`config.mk`:
```
export PLATFORM = sky130hd
export DESIGN_NAME = ioSubsystem
export DESIGN_NICKNAME = d
export VERILOG_FILES = /design/src/hw/ioDevPkg.sv /design/src/hw/ioMapPkg.sv /design/src/hw/ioSubsystem.sv /design/src/hw/ioUnit.sv /design/src/hw/machineTimer.sv /design/src/hw/serialTxFifo.sv /design/src/hw/uartTx.sv
export SDC_FILE = /design/constraint.sdc
export NUM_CORES = 1
export LEC_CHECK = 0
export BUFFER_PORTS_ARGS = -buffer_cell sky130_fd_sc_hd__buf_2
export CAP_MARGIN = 5
export CORE_MARGIN = 2
export CORE_UTILIZATION = 40
export DETAILED_ROUTE_END_ITERATION = 6
export MAX_ROUTING_LAYER = met4
export SYNTH_ARGS = -nofsm -noshare
export SYNTH_HDL_FRONTEND = slang
export SYNTH_SLANG_ARGS = --single-unit
```
`constraint.sdc`:
```
create_clock -name clk -period 2.2 [get_ports clk]
set_input_delay 0.22 -clock clk [delete_from_list [all_inputs] [get_ports clk]]
set_output_delay 0.22 -clock clk [all_outputs]
set_load 0.01 [all_outputs]
```
`src/hw/ioDevPkg.sv`:
```
////////////////////////////////////////
// Device-side types
// Timer register pair and serial console
// byte and status word
////////////////////////////////////////
`default_nettype none

package ioDevPkg;

    // Machine timer
    localparam int TIMER_WIDTH = 64;

    typedef struct packed {
        logic [TIMER_WIDTH-1:0] mtime;
        logic [TIMER_WIDTH-1:0] mtimecmp;
    } timerRegs;

    // Compare value out of reset keeps the interrupt quiet
    localparam logic [TIMER_WIDTH-1:0] TIMER_CMP_RESET = '1;

    // Serial console
    localparam int SERIAL_WIDTH = 8;

    typedef logic [SERIAL_WIDTH-1:0] serialByte;

    // Status word, zero-extended to a bus word on read
    typedef struct packed {
        // Sticky, a byte was dropped on a full queue
        logic overflow;
        logic full;
        logic empty;
        // Transmitter is inside a frame
        logic txBusy;
    } serialStatus;

endpackage

`default_nettype wire

```
`src/hw/ioMapPkg.sv`:
```
////////////////////////////////////////
// I/O address map and bus types
// Word-wide write request and the physical
// addresses of every device register
////////////////////////////////////////
`default_nettype none

package ioMapPkg;

    // Bus widths
    localparam int IO_DATA_WIDTH = 32;
    localparam int IO_ADDR_WIDTH = 32;

    typedef logic [IO_ADDR_WIDTH-1:0] ioAddr;
    typedef logic [IO_DATA_WIDTH-1:0] ioData;

    // Single-cycle write strobe with its address and data
    typedef struct packed {
        logic  we;
        ioAddr addr;
        ioData data;
    } ioWriteReq;

    // Machine timer, two words per 64-bit register
    localparam ioAddr ADDR_TIMER_LOW     = 32'h4000_0000;
    localparam ioAddr ADDR_TIMER_HI      = 32'h4000_0004;
    localparam ioAddr ADDR_TIMER_CMP_LOW = 32'h4000_0008;
    localparam ioAddr ADDR_TIMER_CMP_HI  = 32'h4000_000C;

    // Serial console
    localparam ioAddr ADDR_SERIAL_OUTPUT = 32'h4000_1000;
    localparam ioAddr ADDR_SERIAL_STATUS = 32'h4000_1004;

    // Debug gaze input, read only
    localparam ioAddr ADDR_GAZE          = 32'h4000_2000;

endpackage

`default_nettype wire

```
`src/hw/ioSubsystem.sv`:
```
////////////////////////////////////////
// I/O subsystem top level
// I/O unit, serial transmit queue and UART
////////////////////////////////////////
`default_nettype none

module ioSubsystem #(
    parameter int FIFO_DEPTH   = 4,
    parameter int CLKS_PER_BIT = 4
) (
    input  wire                      clk,
    input  wire                      rstN,
    input  wire ioMapPkg::ioWriteReq wrReq,
    input  wire ioMapPkg::ioAddr     rdAddr,
    input  wire ioMapPkg::ioData     gazeIn,
    output ioMapPkg::ioData          rdData,
    output logic                     timerIrq,
    output logic                     txd
);

    logic                  serialPush;
    logic                  statusClear;
    ioDevPkg::serialByte   serialData;
    ioDevPkg::serialByte   fifoHead;
    logic                  fifoEmpty;
    logic                  fifoFull;
    logic                  fifoOverflow;
    logic                  fifoPop;
    logic                  txBusy;
    ioDevPkg::serialStatus status;

    // Status word seen by the core
    assign status = '{
        overflow: fifoOverflow,
        full:     fifoFull,
        empty:    fifoEmpty,
        txBusy:   txBusy
    };

    ioUnit u_ioUnit (
        .clk         (clk),
        .rstN        (rstN),
        .wrReq       (wrReq),
        .rdAddr      (rdAddr),
        .gazeIn      (gazeIn),
        .status      (status),
        .rdData      (rdData),
        .timerIrq    (timerIrq),
        .serialPush  (serialPush),
        .serialData  (serialData),
        .statusClear (statusClear)
    );

    serialTxFifo #(
        .FIFO_DEPTH (FIFO_DEPTH)
    ) u_txFifo (
        .clk           (clk),
        .rstN          (rstN),
        .push          (serialPush),
        .pushData      (serialData),
        .pop           (fifoPop),
        .clearOverflow (statusClear),
        .head          (fifoHead),
        .empty         (fifoEmpty),
        .full          (fifoFull),
        .overflow      (fifoOverflow)
    );

    uartTx #(
        .CLKS_PER_BIT (CLKS_PER_BIT)
    ) u_uartTx (
        .clk    (clk),
        .rstN   (rstN),
        .head   (fifoHead),
        .empty  (fifoEmpty),
        .pop    (fifoPop),
        .txBusy (txBusy),
        .txd    (txd)
    );

endmodule

`default_nettype wire

```
`src/hw/ioUnit.sv`:
```
////////////////////////////////////////
// I/O unit
// Write decode, read data mux and the
// serial push path; holds the machine timer
////////////////////////////////////////
`default_nettype none

module ioUnit (
    input  wire                        clk,
    input  wire                        rstN,
    input  wire ioMapPkg::ioWriteReq   wrReq,
    input  wire ioMapPkg::ioAddr       rdAddr,
    input  wire ioMapPkg::ioData       gazeIn,
    input  wire ioDevPkg::serialStatus status,
    output ioMapPkg::ioData            rdData,
    output logic                       timerIrq,
    output logic                       serialPush,
    output ioDevPkg::serialByte        serialData,
    output logic                       statusClear
);

    localparam int HALF = ioMapPkg::IO_DATA_WIDTH;
    localparam int FULL = ioDevPkg::TIMER_WIDTH;

    logic               wrTimerLow;
    logic               wrTimerHi;
    logic               wrCmpLow;
    logic               wrCmpHi;
    ioDevPkg::timerRegs timerRegs;

    // Write decode, one strobe per mapped register
    always_comb begin
        wrTimerLow  = 1'b0;
        wrTimerHi   = 1'b0;
        wrCmpLow    = 1'b0;
        wrCmpHi     = 1'b0;
        serialPush  = 1'b0;
        statusClear = 1'b0;
        if (wrReq.we) begin
            case (wrReq.addr)
                ioMapPkg::ADDR_TIMER_LOW:     wrTimerLow  = 1'b1;
                ioMapPkg::ADDR_TIMER_HI:      wrTimerHi   = 1'b1;
                ioMapPkg::ADDR_TIMER_CMP_LOW: wrCmpLow    = 1'b1;
                ioMapPkg::ADDR_TIMER_CMP_HI:  wrCmpHi     = 1'b1;
                ioMapPkg::ADDR_SERIAL_OUTPUT: serialPush  = 1'b1;
                ioMapPkg::ADDR_SERIAL_STATUS: statusClear = 1'b1;
                default: begin
                    // Writes to gaze or unmapped space are ignored
                end
            endcase
        end
    end

    // Low byte of the bus carries the console character
    assign serialData = wrReq.data[ioDevPkg::SERIAL_WIDTH-1:0];

    machineTimer u_timer (
        .clk      (clk),
        .rstN     (rstN),
        .wrLow    (wrTimerLow),
        .wrHi     (wrTimerHi),
        .wrCmpLow (wrCmpLow),
        .wrCmpHi  (wrCmpHi),
        .wrData   (wrReq.data),
        .regs     (timerRegs),
        .irq      (timerIrq)
    );

    // Read mux, same cycle
    always_comb begin
        case (rdAddr)
            ioMapPkg::ADDR_TIMER_LOW:     rdData = timerRegs.mtime[HALF-1:0];
            ioMapPkg::ADDR_TIMER_HI:      rdData = timerRegs.mtime[FULL-1:HALF];
            ioMapPkg::ADDR_TIMER_CMP_LOW: rdData = timerRegs.mtimecmp[HALF-1:0];
            ioMapPkg::ADDR_TIMER_CMP_HI:  rdData = timerRegs.mtimecmp[FULL-1:HALF];
            ioMapPkg::ADDR_SERIAL_STATUS: rdData = ioMapPkg::ioData'(status);
            ioMapPkg::ADDR_GAZE:          rdData = gazeIn;
            default:                      rdData = '0;
        endcase
    end

    oneWriteStrobe: assert property (
        @(posedge clk) disable iff (!rstN)
        $onehot0({wrTimerLow, wrTimerHi, wrCmpLow, wrCmpHi, serialPush, statusClear})
    );

endmodule

`default_nettype wire

```
`src/hw/machineTimer.sv`:
```
////////////////////////////////////////
// Machine timer
// Free-running 64-bit mtime, mtimecmp and
// the level timer interrupt
////////////////////////////////////////
`default_nettype none

module machineTimer (
    input  wire                   clk,
    input  wire                   rstN,
    input  wire                   wrLow,
    input  wire                   wrHi,
    input  wire                   wrCmpLow,
    input  wire                   wrCmpHi,
    input  wire ioMapPkg::ioData  wrData,
    output ioDevPkg::timerRegs    regs,
    output logic                  irq
);

    localparam int HALF = ioMapPkg::IO_DATA_WIDTH;
    localparam int FULL = ioDevPkg::TIMER_WIDTH;

    ioDevPkg::timerRegs regsNext;

    always_comb begin
        regsNext = regs;
        // Count first, a half-word write then replaces its half
        regsNext.mtime = regs.mtime + 1'b1;
        if (wrLow) begin
            regsNext.mtime[HALF-1:0] = wrData;
        end
        if (wrHi) begin
            regsNext.mtime[FULL-1:HALF] = wrData;
        end
        if (wrCmpLow) begin
            regsNext.mtimecmp[HALF-1:0] = wrData;
        end
        if (wrCmpHi) begin
            regsNext.mtimecmp[FULL-1:HALF] = wrData;
        end
    end

    always_ff @(posedge clk or negedge rstN) begin
        if (!rstN) begin
            regs.mtime    <= '0;
            regs.mtimecmp <= ioDevPkg::TIMER_CMP_RESET;
        end else begin
            regs <= regsNext;
        end
    end

    // Unsigned compare on the registered values
    assign irq = (regs.mtime >= regs.mtimecmp);

    // Same compare built from the two halves
    irqMatchesCompare: assert property (
        @(posedge clk) disable iff (!rstN)
        irq == ((regs.mtime[FULL-1:HALF] > regs.mtimecmp[FULL-1:HALF]) ||
                ((regs.mtime[FULL-1:HALF] == regs.mtimecmp[FULL-1:HALF]) &&
                 (regs.mtime[HALF-1:0] >= regs.mtimecmp[HALF-1:0])))
    );

endmodule

`default_nettype wire

```
`src/hw/serialTxFifo.sv`:
```
////////////////////////////////////////
// Serial transmit queue
// Circular byte buffer with drop on full
// and a sticky overflow flag
////////////////////////////////////////
`default_nettype none

module serialTxFifo #(
    parameter int FIFO_DEPTH = 4
) (
    input  wire                     clk,
    input  wire                     rstN,
    input  wire                     push,
    input  wire ioDevPkg::serialByte pushData,
    input  wire                     pop,
    input  wire                     clearOverflow,
    output ioDevPkg::serialByte     head,
    output logic                    empty,
    output logic                    full,
    output logic                    overflow
);

    localparam int PTR_W = $clog2(FIFO_DEPTH);
    localparam logic [PTR_W:0] FULL_COUNT = (PTR_W+1)'(FIFO_DEPTH);

    ioDevPkg::serialByte mem [FIFO_DEPTH];

    logic [PTR_W-1:0] wrPtr;
    logic [PTR_W-1:0] rdPtr;
    logic [PTR_W:0]   count;
    logic             pushOk;
    logic             popOk;

    assign empty = (count == '0);
    assign full  = (count == FULL_COUNT);

    // A pop in the same cycle frees the slot for the push
    assign pushOk = push && (!full || pop);
    assign popOk  = pop && !empty;

    assign head = mem[rdPtr];

    always_ff @(posedge clk) begin
        if (pushOk) begin
            mem[wrPtr] <= pushData;
        end
    end

    always_ff @(posedge clk or negedge rstN) begin
        if (!rstN) begin
            wrPtr    <= '0;
            rdPtr    <= '0;
            count    <= '0;
            overflow <= 1'b0;
        end else begin
            if (pushOk) begin
                wrPtr <= wrPtr + 1'b1;
            end
            if (popOk) begin
                rdPtr <= rdPtr + 1'b1;
            end
            case ({pushOk, popOk})
                2'b10:   count <= count + 1'b1;
                2'b01:   count <= count - 1'b1;
                default: count <= count;
            endcase
            // Drop wins over a clear in the same cycle
            if (push && !pushOk) begin
                overflow <= 1'b1;
            end else if (clearOverflow) begin
                overflow <= 1'b0;
            end
        end
    end

    popNotEmpty: assert property (
        @(posedge clk) disable iff (!rstN) pop |-> !empty
    );

    countInRange: assert property (
        @(posedge clk) disable iff (!rstN) count <= FULL_COUNT
    );

endmodule

`default_nettype wire

```
`src/hw/uartTx.sv`:
```
////////////////////////////////////////
// UART transmitter
// 8N1 serializer that pulls bytes from the
// transmit queue whenever it is idle
////////////////////////////////////////
`default_nettype none

module uartTx #(
    parameter int CLKS_PER_BIT = 4
) (
    input  wire                      clk,
    input  wire                      rstN,
    input  wire ioDevPkg::serialByte head,
    input  wire                      empty,
    output logic                     pop,
    output logic                     txBusy,
    output logic                     txd
);

    localparam int CNT_W = (CLKS_PER_BIT > 1) ? $clog2(CLKS_PER_BIT) : 1;
    localparam int IDX_W = $clog2(ioDevPkg::SERIAL_WIDTH);
    localparam logic [CNT_W-1:0] LAST_CLK = CNT_W'(CLKS_PER_BIT - 1);
    localparam logic [IDX_W-1:0] LAST_BIT = IDX_W'(ioDevPkg::SERIAL_WIDTH - 1);

    typedef enum logic [1:0] {
        IDLE,
        START,
        DATA,
        STOP
    } txState;

    txState              state;
    logic [CNT_W-1:0]    clkCnt;
    logic [IDX_W-1:0]    bitIdx;
    ioDevPkg::serialByte shiftReg;
    logic                bitDone;
    logic                shiftNow;

    assign bitDone = (clkCnt == LAST_CLK);
    assign pop     = (state == IDLE) && !empty;
    assign txBusy  = (state != IDLE);

    // Next data bit goes out at the end of start and of every data bit but the last
    assign shiftNow = bitDone &&
                      ((state == START) || ((state == DATA) && (bitIdx != LAST_BIT)));

    always_ff @(posedge clk) begin
        if (pop) begin
            shiftReg <= head;
        end else if (shiftNow) begin
            shiftReg <= shiftReg >> 1;
        end
    end

    always_ff @(posedge clk or negedge rstN) begin
        if (!rstN) begin
            state  <= IDLE;
            clkCnt <= '0;
            bitIdx <= '0;
            txd    <= 1'b1;
        end else begin
            clkCnt <= bitDone ? '0 : clkCnt + 1'b1;
            case (state)
                IDLE: begin
                    clkCnt <= '0;
                    if (pop) begin
                        state <= START;
                        txd   <= 1'b0;
                    end
                end
                START: begin
                    if (bitDone) begin
                        state  <= DATA;
                        bitIdx <= '0;
                        txd    <= shiftReg[0];
                    end
                end
                DATA: begin
                    if (bitDone) begin
                        if (bitIdx == LAST_BIT) begin
                            state <= STOP;
                            txd   <= 1'b1;
                        end else begin
                            bitIdx <= bitIdx + 1'b1;
                            txd    <= shiftReg[0];
                        end
                    end
                end
                default: begin
                    // Stop bit, back to idle to fetch the next byte
                    if (bitDone) begin
                        state <= IDLE;
                    end
                end
            endcase
        end
    end

    idleLineHigh: assert property (
        @(posedge clk) disable iff (!rstN) !txBusy |-> txd
    );

endmodule

`default_nettype wire

```
==> results by group <==
STA
  – Setup violations, final: 11
  – Rel. slew slack: 0.5119
  – Final Cycle Share: 1.298
  – RSZ-0062 raised after global routing: true
  – Max-slew violations: 0
  – Slew at the pin with the worst max-slew slack: 0.7306 ns
  – Period minus WS final: 2.856 ns
  – Setup ws final: -0.6558 ns
  – Fin. Hold Viols: 0
  – Max Clock Freq: 350.2 MHz
  – Fin Clk Skew: 0.01392 ns

Yosys
  – Synth top cells by count: nand2_1, o21ai_0, inv_1, dfrtp_1, ha_1
  – Syn Std Cell Area: 11330 um2
  – Top-count cell post-synth: nand2_1
  – Number of synthesized register bits: 184
  – Post-synthesis compound-gate area fraction: 0.1385
  – Netlist cell types: 62
  – Cell taking the most area after synthesis: dfrtp_1
  – Top cell type's share of synthesized area: 0.1745
  – Post-Synthesis Cells: 1203
  – Synth Area in Adders: 0.08571
  – Synth area leaders: dfrtp_1, dfstp_2, edfxtp_1, ha_1, nand2_1
  – Post-synth EDFFs: 40
  – Synth Flop Type: dfrtp_1
  – Xor-xnor portion of the synthesized cell area: 0.05025
  – Post-synthesis mux area share: 0.06373
  – Net Count, Synth: 1411
  – Syn Area/Cell: 9.417 um2
  – Ys async rst share: 0.7826
  – Seq/Total Area, Yosys: 0.4313
  – Synth Area in Simple Gates: 0.1835
  – Main combinational cell family by area after synthesis: simple AND/OR/NAND/NOR gates
  – Synth warnings: 0

Worst setup path
  – FF-to-FF End: u_ioUnit.u_timer.regs[126]$_DFF_PN0_
  – WP data required: 1.98 ns
  – Reg2Reg Depth: 8
  – Worst Path Max Fanout: 2
  – FF-to-FF Start: u_ioUnit.u_timer.regs[64]$_DFF_PN0_
  – Worst setup SP type: flip-flop
  – Kind of critical path: flip-flop to primary output
  – CP Capture Type: primary output
  – Worst Path Arrival: 2.64 ns
  – Reg2reg setup slack: 0 ns

Status
  – Status: finished with violations
  – Failing checks: setup timing

Global routing
  – GRT overflow: 0
  – First-pass GRT wire length: 55.90 mm
  – Number of global-route vias before repair: 10100
  – Initial antenna violation count: 0
  – Largest net degree at the start of global routing: 65
  – GRT Total Usage: 0.2571

Finish
  – Nets: 1720
  – Share of cells above drive strength 1: 0.3659
  – Final cell count without fillers: 1903
  – Number of diodes: 0
  – Fillers: 2543
  – Layout area overhead: 34.55%

Route
  – Via-to-Cell Ratio: 5.415
  – DRT Pass-1 Iters: 5
  – DR iter-0 viols: 661
  – # DRC: 0
  – Antenna viol nets, final: 0
  – Drt wl/cell: 19.73 um
  – Drt total wl: 37.54 mm
  – Via count: 10310

Floorplan
  – Core Area: 27860 um2
  – Io pins: 165
  – # rows: 61
  – DIE AREA: 29680 um2
  – Die Ht: 172.3 um
  – Die width: 172.3 um
  – Starting Density: 0.4066

Worst hold path
  – Min-delay src: wrReq[26]
  – Min-delay worst type: primary input to flip-flop
  – Hold Crit Endpoint: u_ioUnit.u_timer.regs[58]$_DFFE_PN1P_
  – Worst hold path cell count: 3

Placement
  – GPL Wtd Cong: 0.8777
  – DP Cell Count: 1853
  – HPWL after detailed placement: 26.88 mm
  – PortBufs: 164

Power
  – P per Cell Area: 456.5 nW/um2
  – Leak pwr: 7.264 nW
  – Tot Pwr: 6.958 mW
  – Peak supply drop: 0.4923 mV

Clocking
  – Clock tree from TritonCTS: built
  – CTS H-Tree Depth: 4
  – # clock sinks: 184
  – CTS Buffer Depth: 2
  – TritonCTS Buffers: 17
  – Clk slew on worst S/H paths: 0.08 ns
  – Clk root buf: clkbuf_16
  – Worst-Skew Late Latency: 0.45 ns

Flow run
  – Max Cap Viol: 0
## power breakdown
| part | internal, mW | switching (mW) | total [mW] |
|---|---|---|---|
| clock | 1.57 | 1.46 | 3.04 |
| combinational | 0.172 | 0.264 | 0.436 |
| sequential | 3.49 | 0.0000839 | 3.49 |
## through the flow
stage	setup WS (ns)	utilization	hold slack, ns	setup TNS [ns]	cell area (um2)
2_1_floorplan	0.01777	-	-0.07559	0	11360
3_3_place_gp	-0.2815	0.4967	0.2264	-1.860	13840
3_5_place_dp	-0.3554	0.4967	0.2229	-1.613	13840
4_1_cts	-0.7421	0.5214	0.004805	-0.7421	14530
5_1_grt	-0.7368	0.5471	0.02517	-2.963	15240
6_report	-0.6558	0.5471	0.01683	-0.7302	15240
## routing by layer
layer / global-route usage / share of wire / wire length, um / vias up
li1: - / - / - / 4911
met1: 0.3120 / 0.43 / 16080 / 5065
met2: 0.4301 / 0.50 / 18620 / 261
met3: 0.03891 / 0.040 / 1514 / 68
met4: 0.1052 / 0.035 / 1321 / 0
met5: - / 0 / 0 / -
## cell usage in the layout, fill, tap and decap left out, drive strengths merged, types with 13 or more instances in the layout
cell | Yosys | layout
nor4 | 28 | 28
buf | 22 | 336
nand3 | 39 | 39
a21oi | 34 | 34
a21o | 13 | 13
nand2 | 208 | 208
mux2 | 13 | 13
mux2i | 35 | 35
nand4 | 26 | 26
nor3 | 14 | 14
ha | 76 | 76
o21ai | 162 | 162
clkbuf | 27 | 21
nor2 | 40 | 40
dfstp | 65 | 65
dfrtp | 79 | 79
and3 | 26 | 26
edfxtp | 40 | 40
inv | 85 | 89
a22oi | 13 | 13
xor2 | 37 | 37
xnor2 | 28 | 28
## cells by family after synthesis
group                    Yosys count
AND/OR/NAND/NOR                  416
AO/OA/AOI/OAI                    269
flip-flops                       184
buffers and inverters            134
adder cells (fa/ha/maj)           77
XOR/XNOR                          65
multiplexers                      58
## layout make-up
class,count,area (um2),area share
clock buffers,19,432.9,0.02840
clock inverters,13,121.4,0.007963
inverters,85,319.1,0.02093
multi-input cells,885,6504,0.4267
flip-flops and latches,184,4887,0.3206
well taps,378,473.0,0.03103
repair buffers,339,2505,0.1643
## registers in the layout, summed over array words and instances (netlist names)
name and count:
u_uartTx.bitIdx 3, u_txFifo.mem 32, u_txFifo.overflow 1, u_uartTx.txd 1
u_txFifo.count 3, u_txFifo.wrPtr 2, u_uartTx.clkCnt 2, u_ioUnit.u_timer.regs 128
u_txFifo.rdPtr 2, u_uartTx.shiftReg 8, u_uartTx.state 2
## worst max path at each step
| stage | startpoint | cells after the start | to |
|---|---|---|---|
| 2_1_floorplan | wrReq[55] | 9 | u_txFifo.count[1]$_DFFE_PN0P_ |
| 3_3_place_gp | u_ioUnit.u_timer.regs[33]$_DFFE_PN1P_ | 9 | timerIrq |
| 3_5_place_dp | u_ioUnit.u_timer.regs[33]$_DFFE_PN1P_ | 9 | timerIrq |
| 4_1_cts | u_ioUnit.u_timer.regs[39]$_DFFE_PN1P_ | 9 | timerIrq |
| 5_1_grt | u_ioUnit.u_timer.regs[17]$_DFFE_PN1P_ | 9 | timerIrq |
| 6_report | u_ioUnit.u_timer.regs[19]$_DFFE_PN1P_ | 9 | timerIrq |
## worst max-delay path, cell delays in order, from the launching register on
cell and delay [ns]:
dfstp_2 0.53, inv_1 0.05, ha_1 0.30, a21oi_1 0.16, o21ai_0 0.15, a221oi_1 0.40
o211ai_1 0.18, a21oi_2 0.18, o21ai_2 0.08, buf_2 0.15
## repair_timing
action	in CTS	in global routing
pin swaps	14	49
gates resized for setup	17	126
endpoints found under the setup margin	34	53
gates cloned	1	3
hold endpoints to repair	33	0
hold buffers	1	0
buffers inserted	1	14
Power figures use the tool's default switching activity.
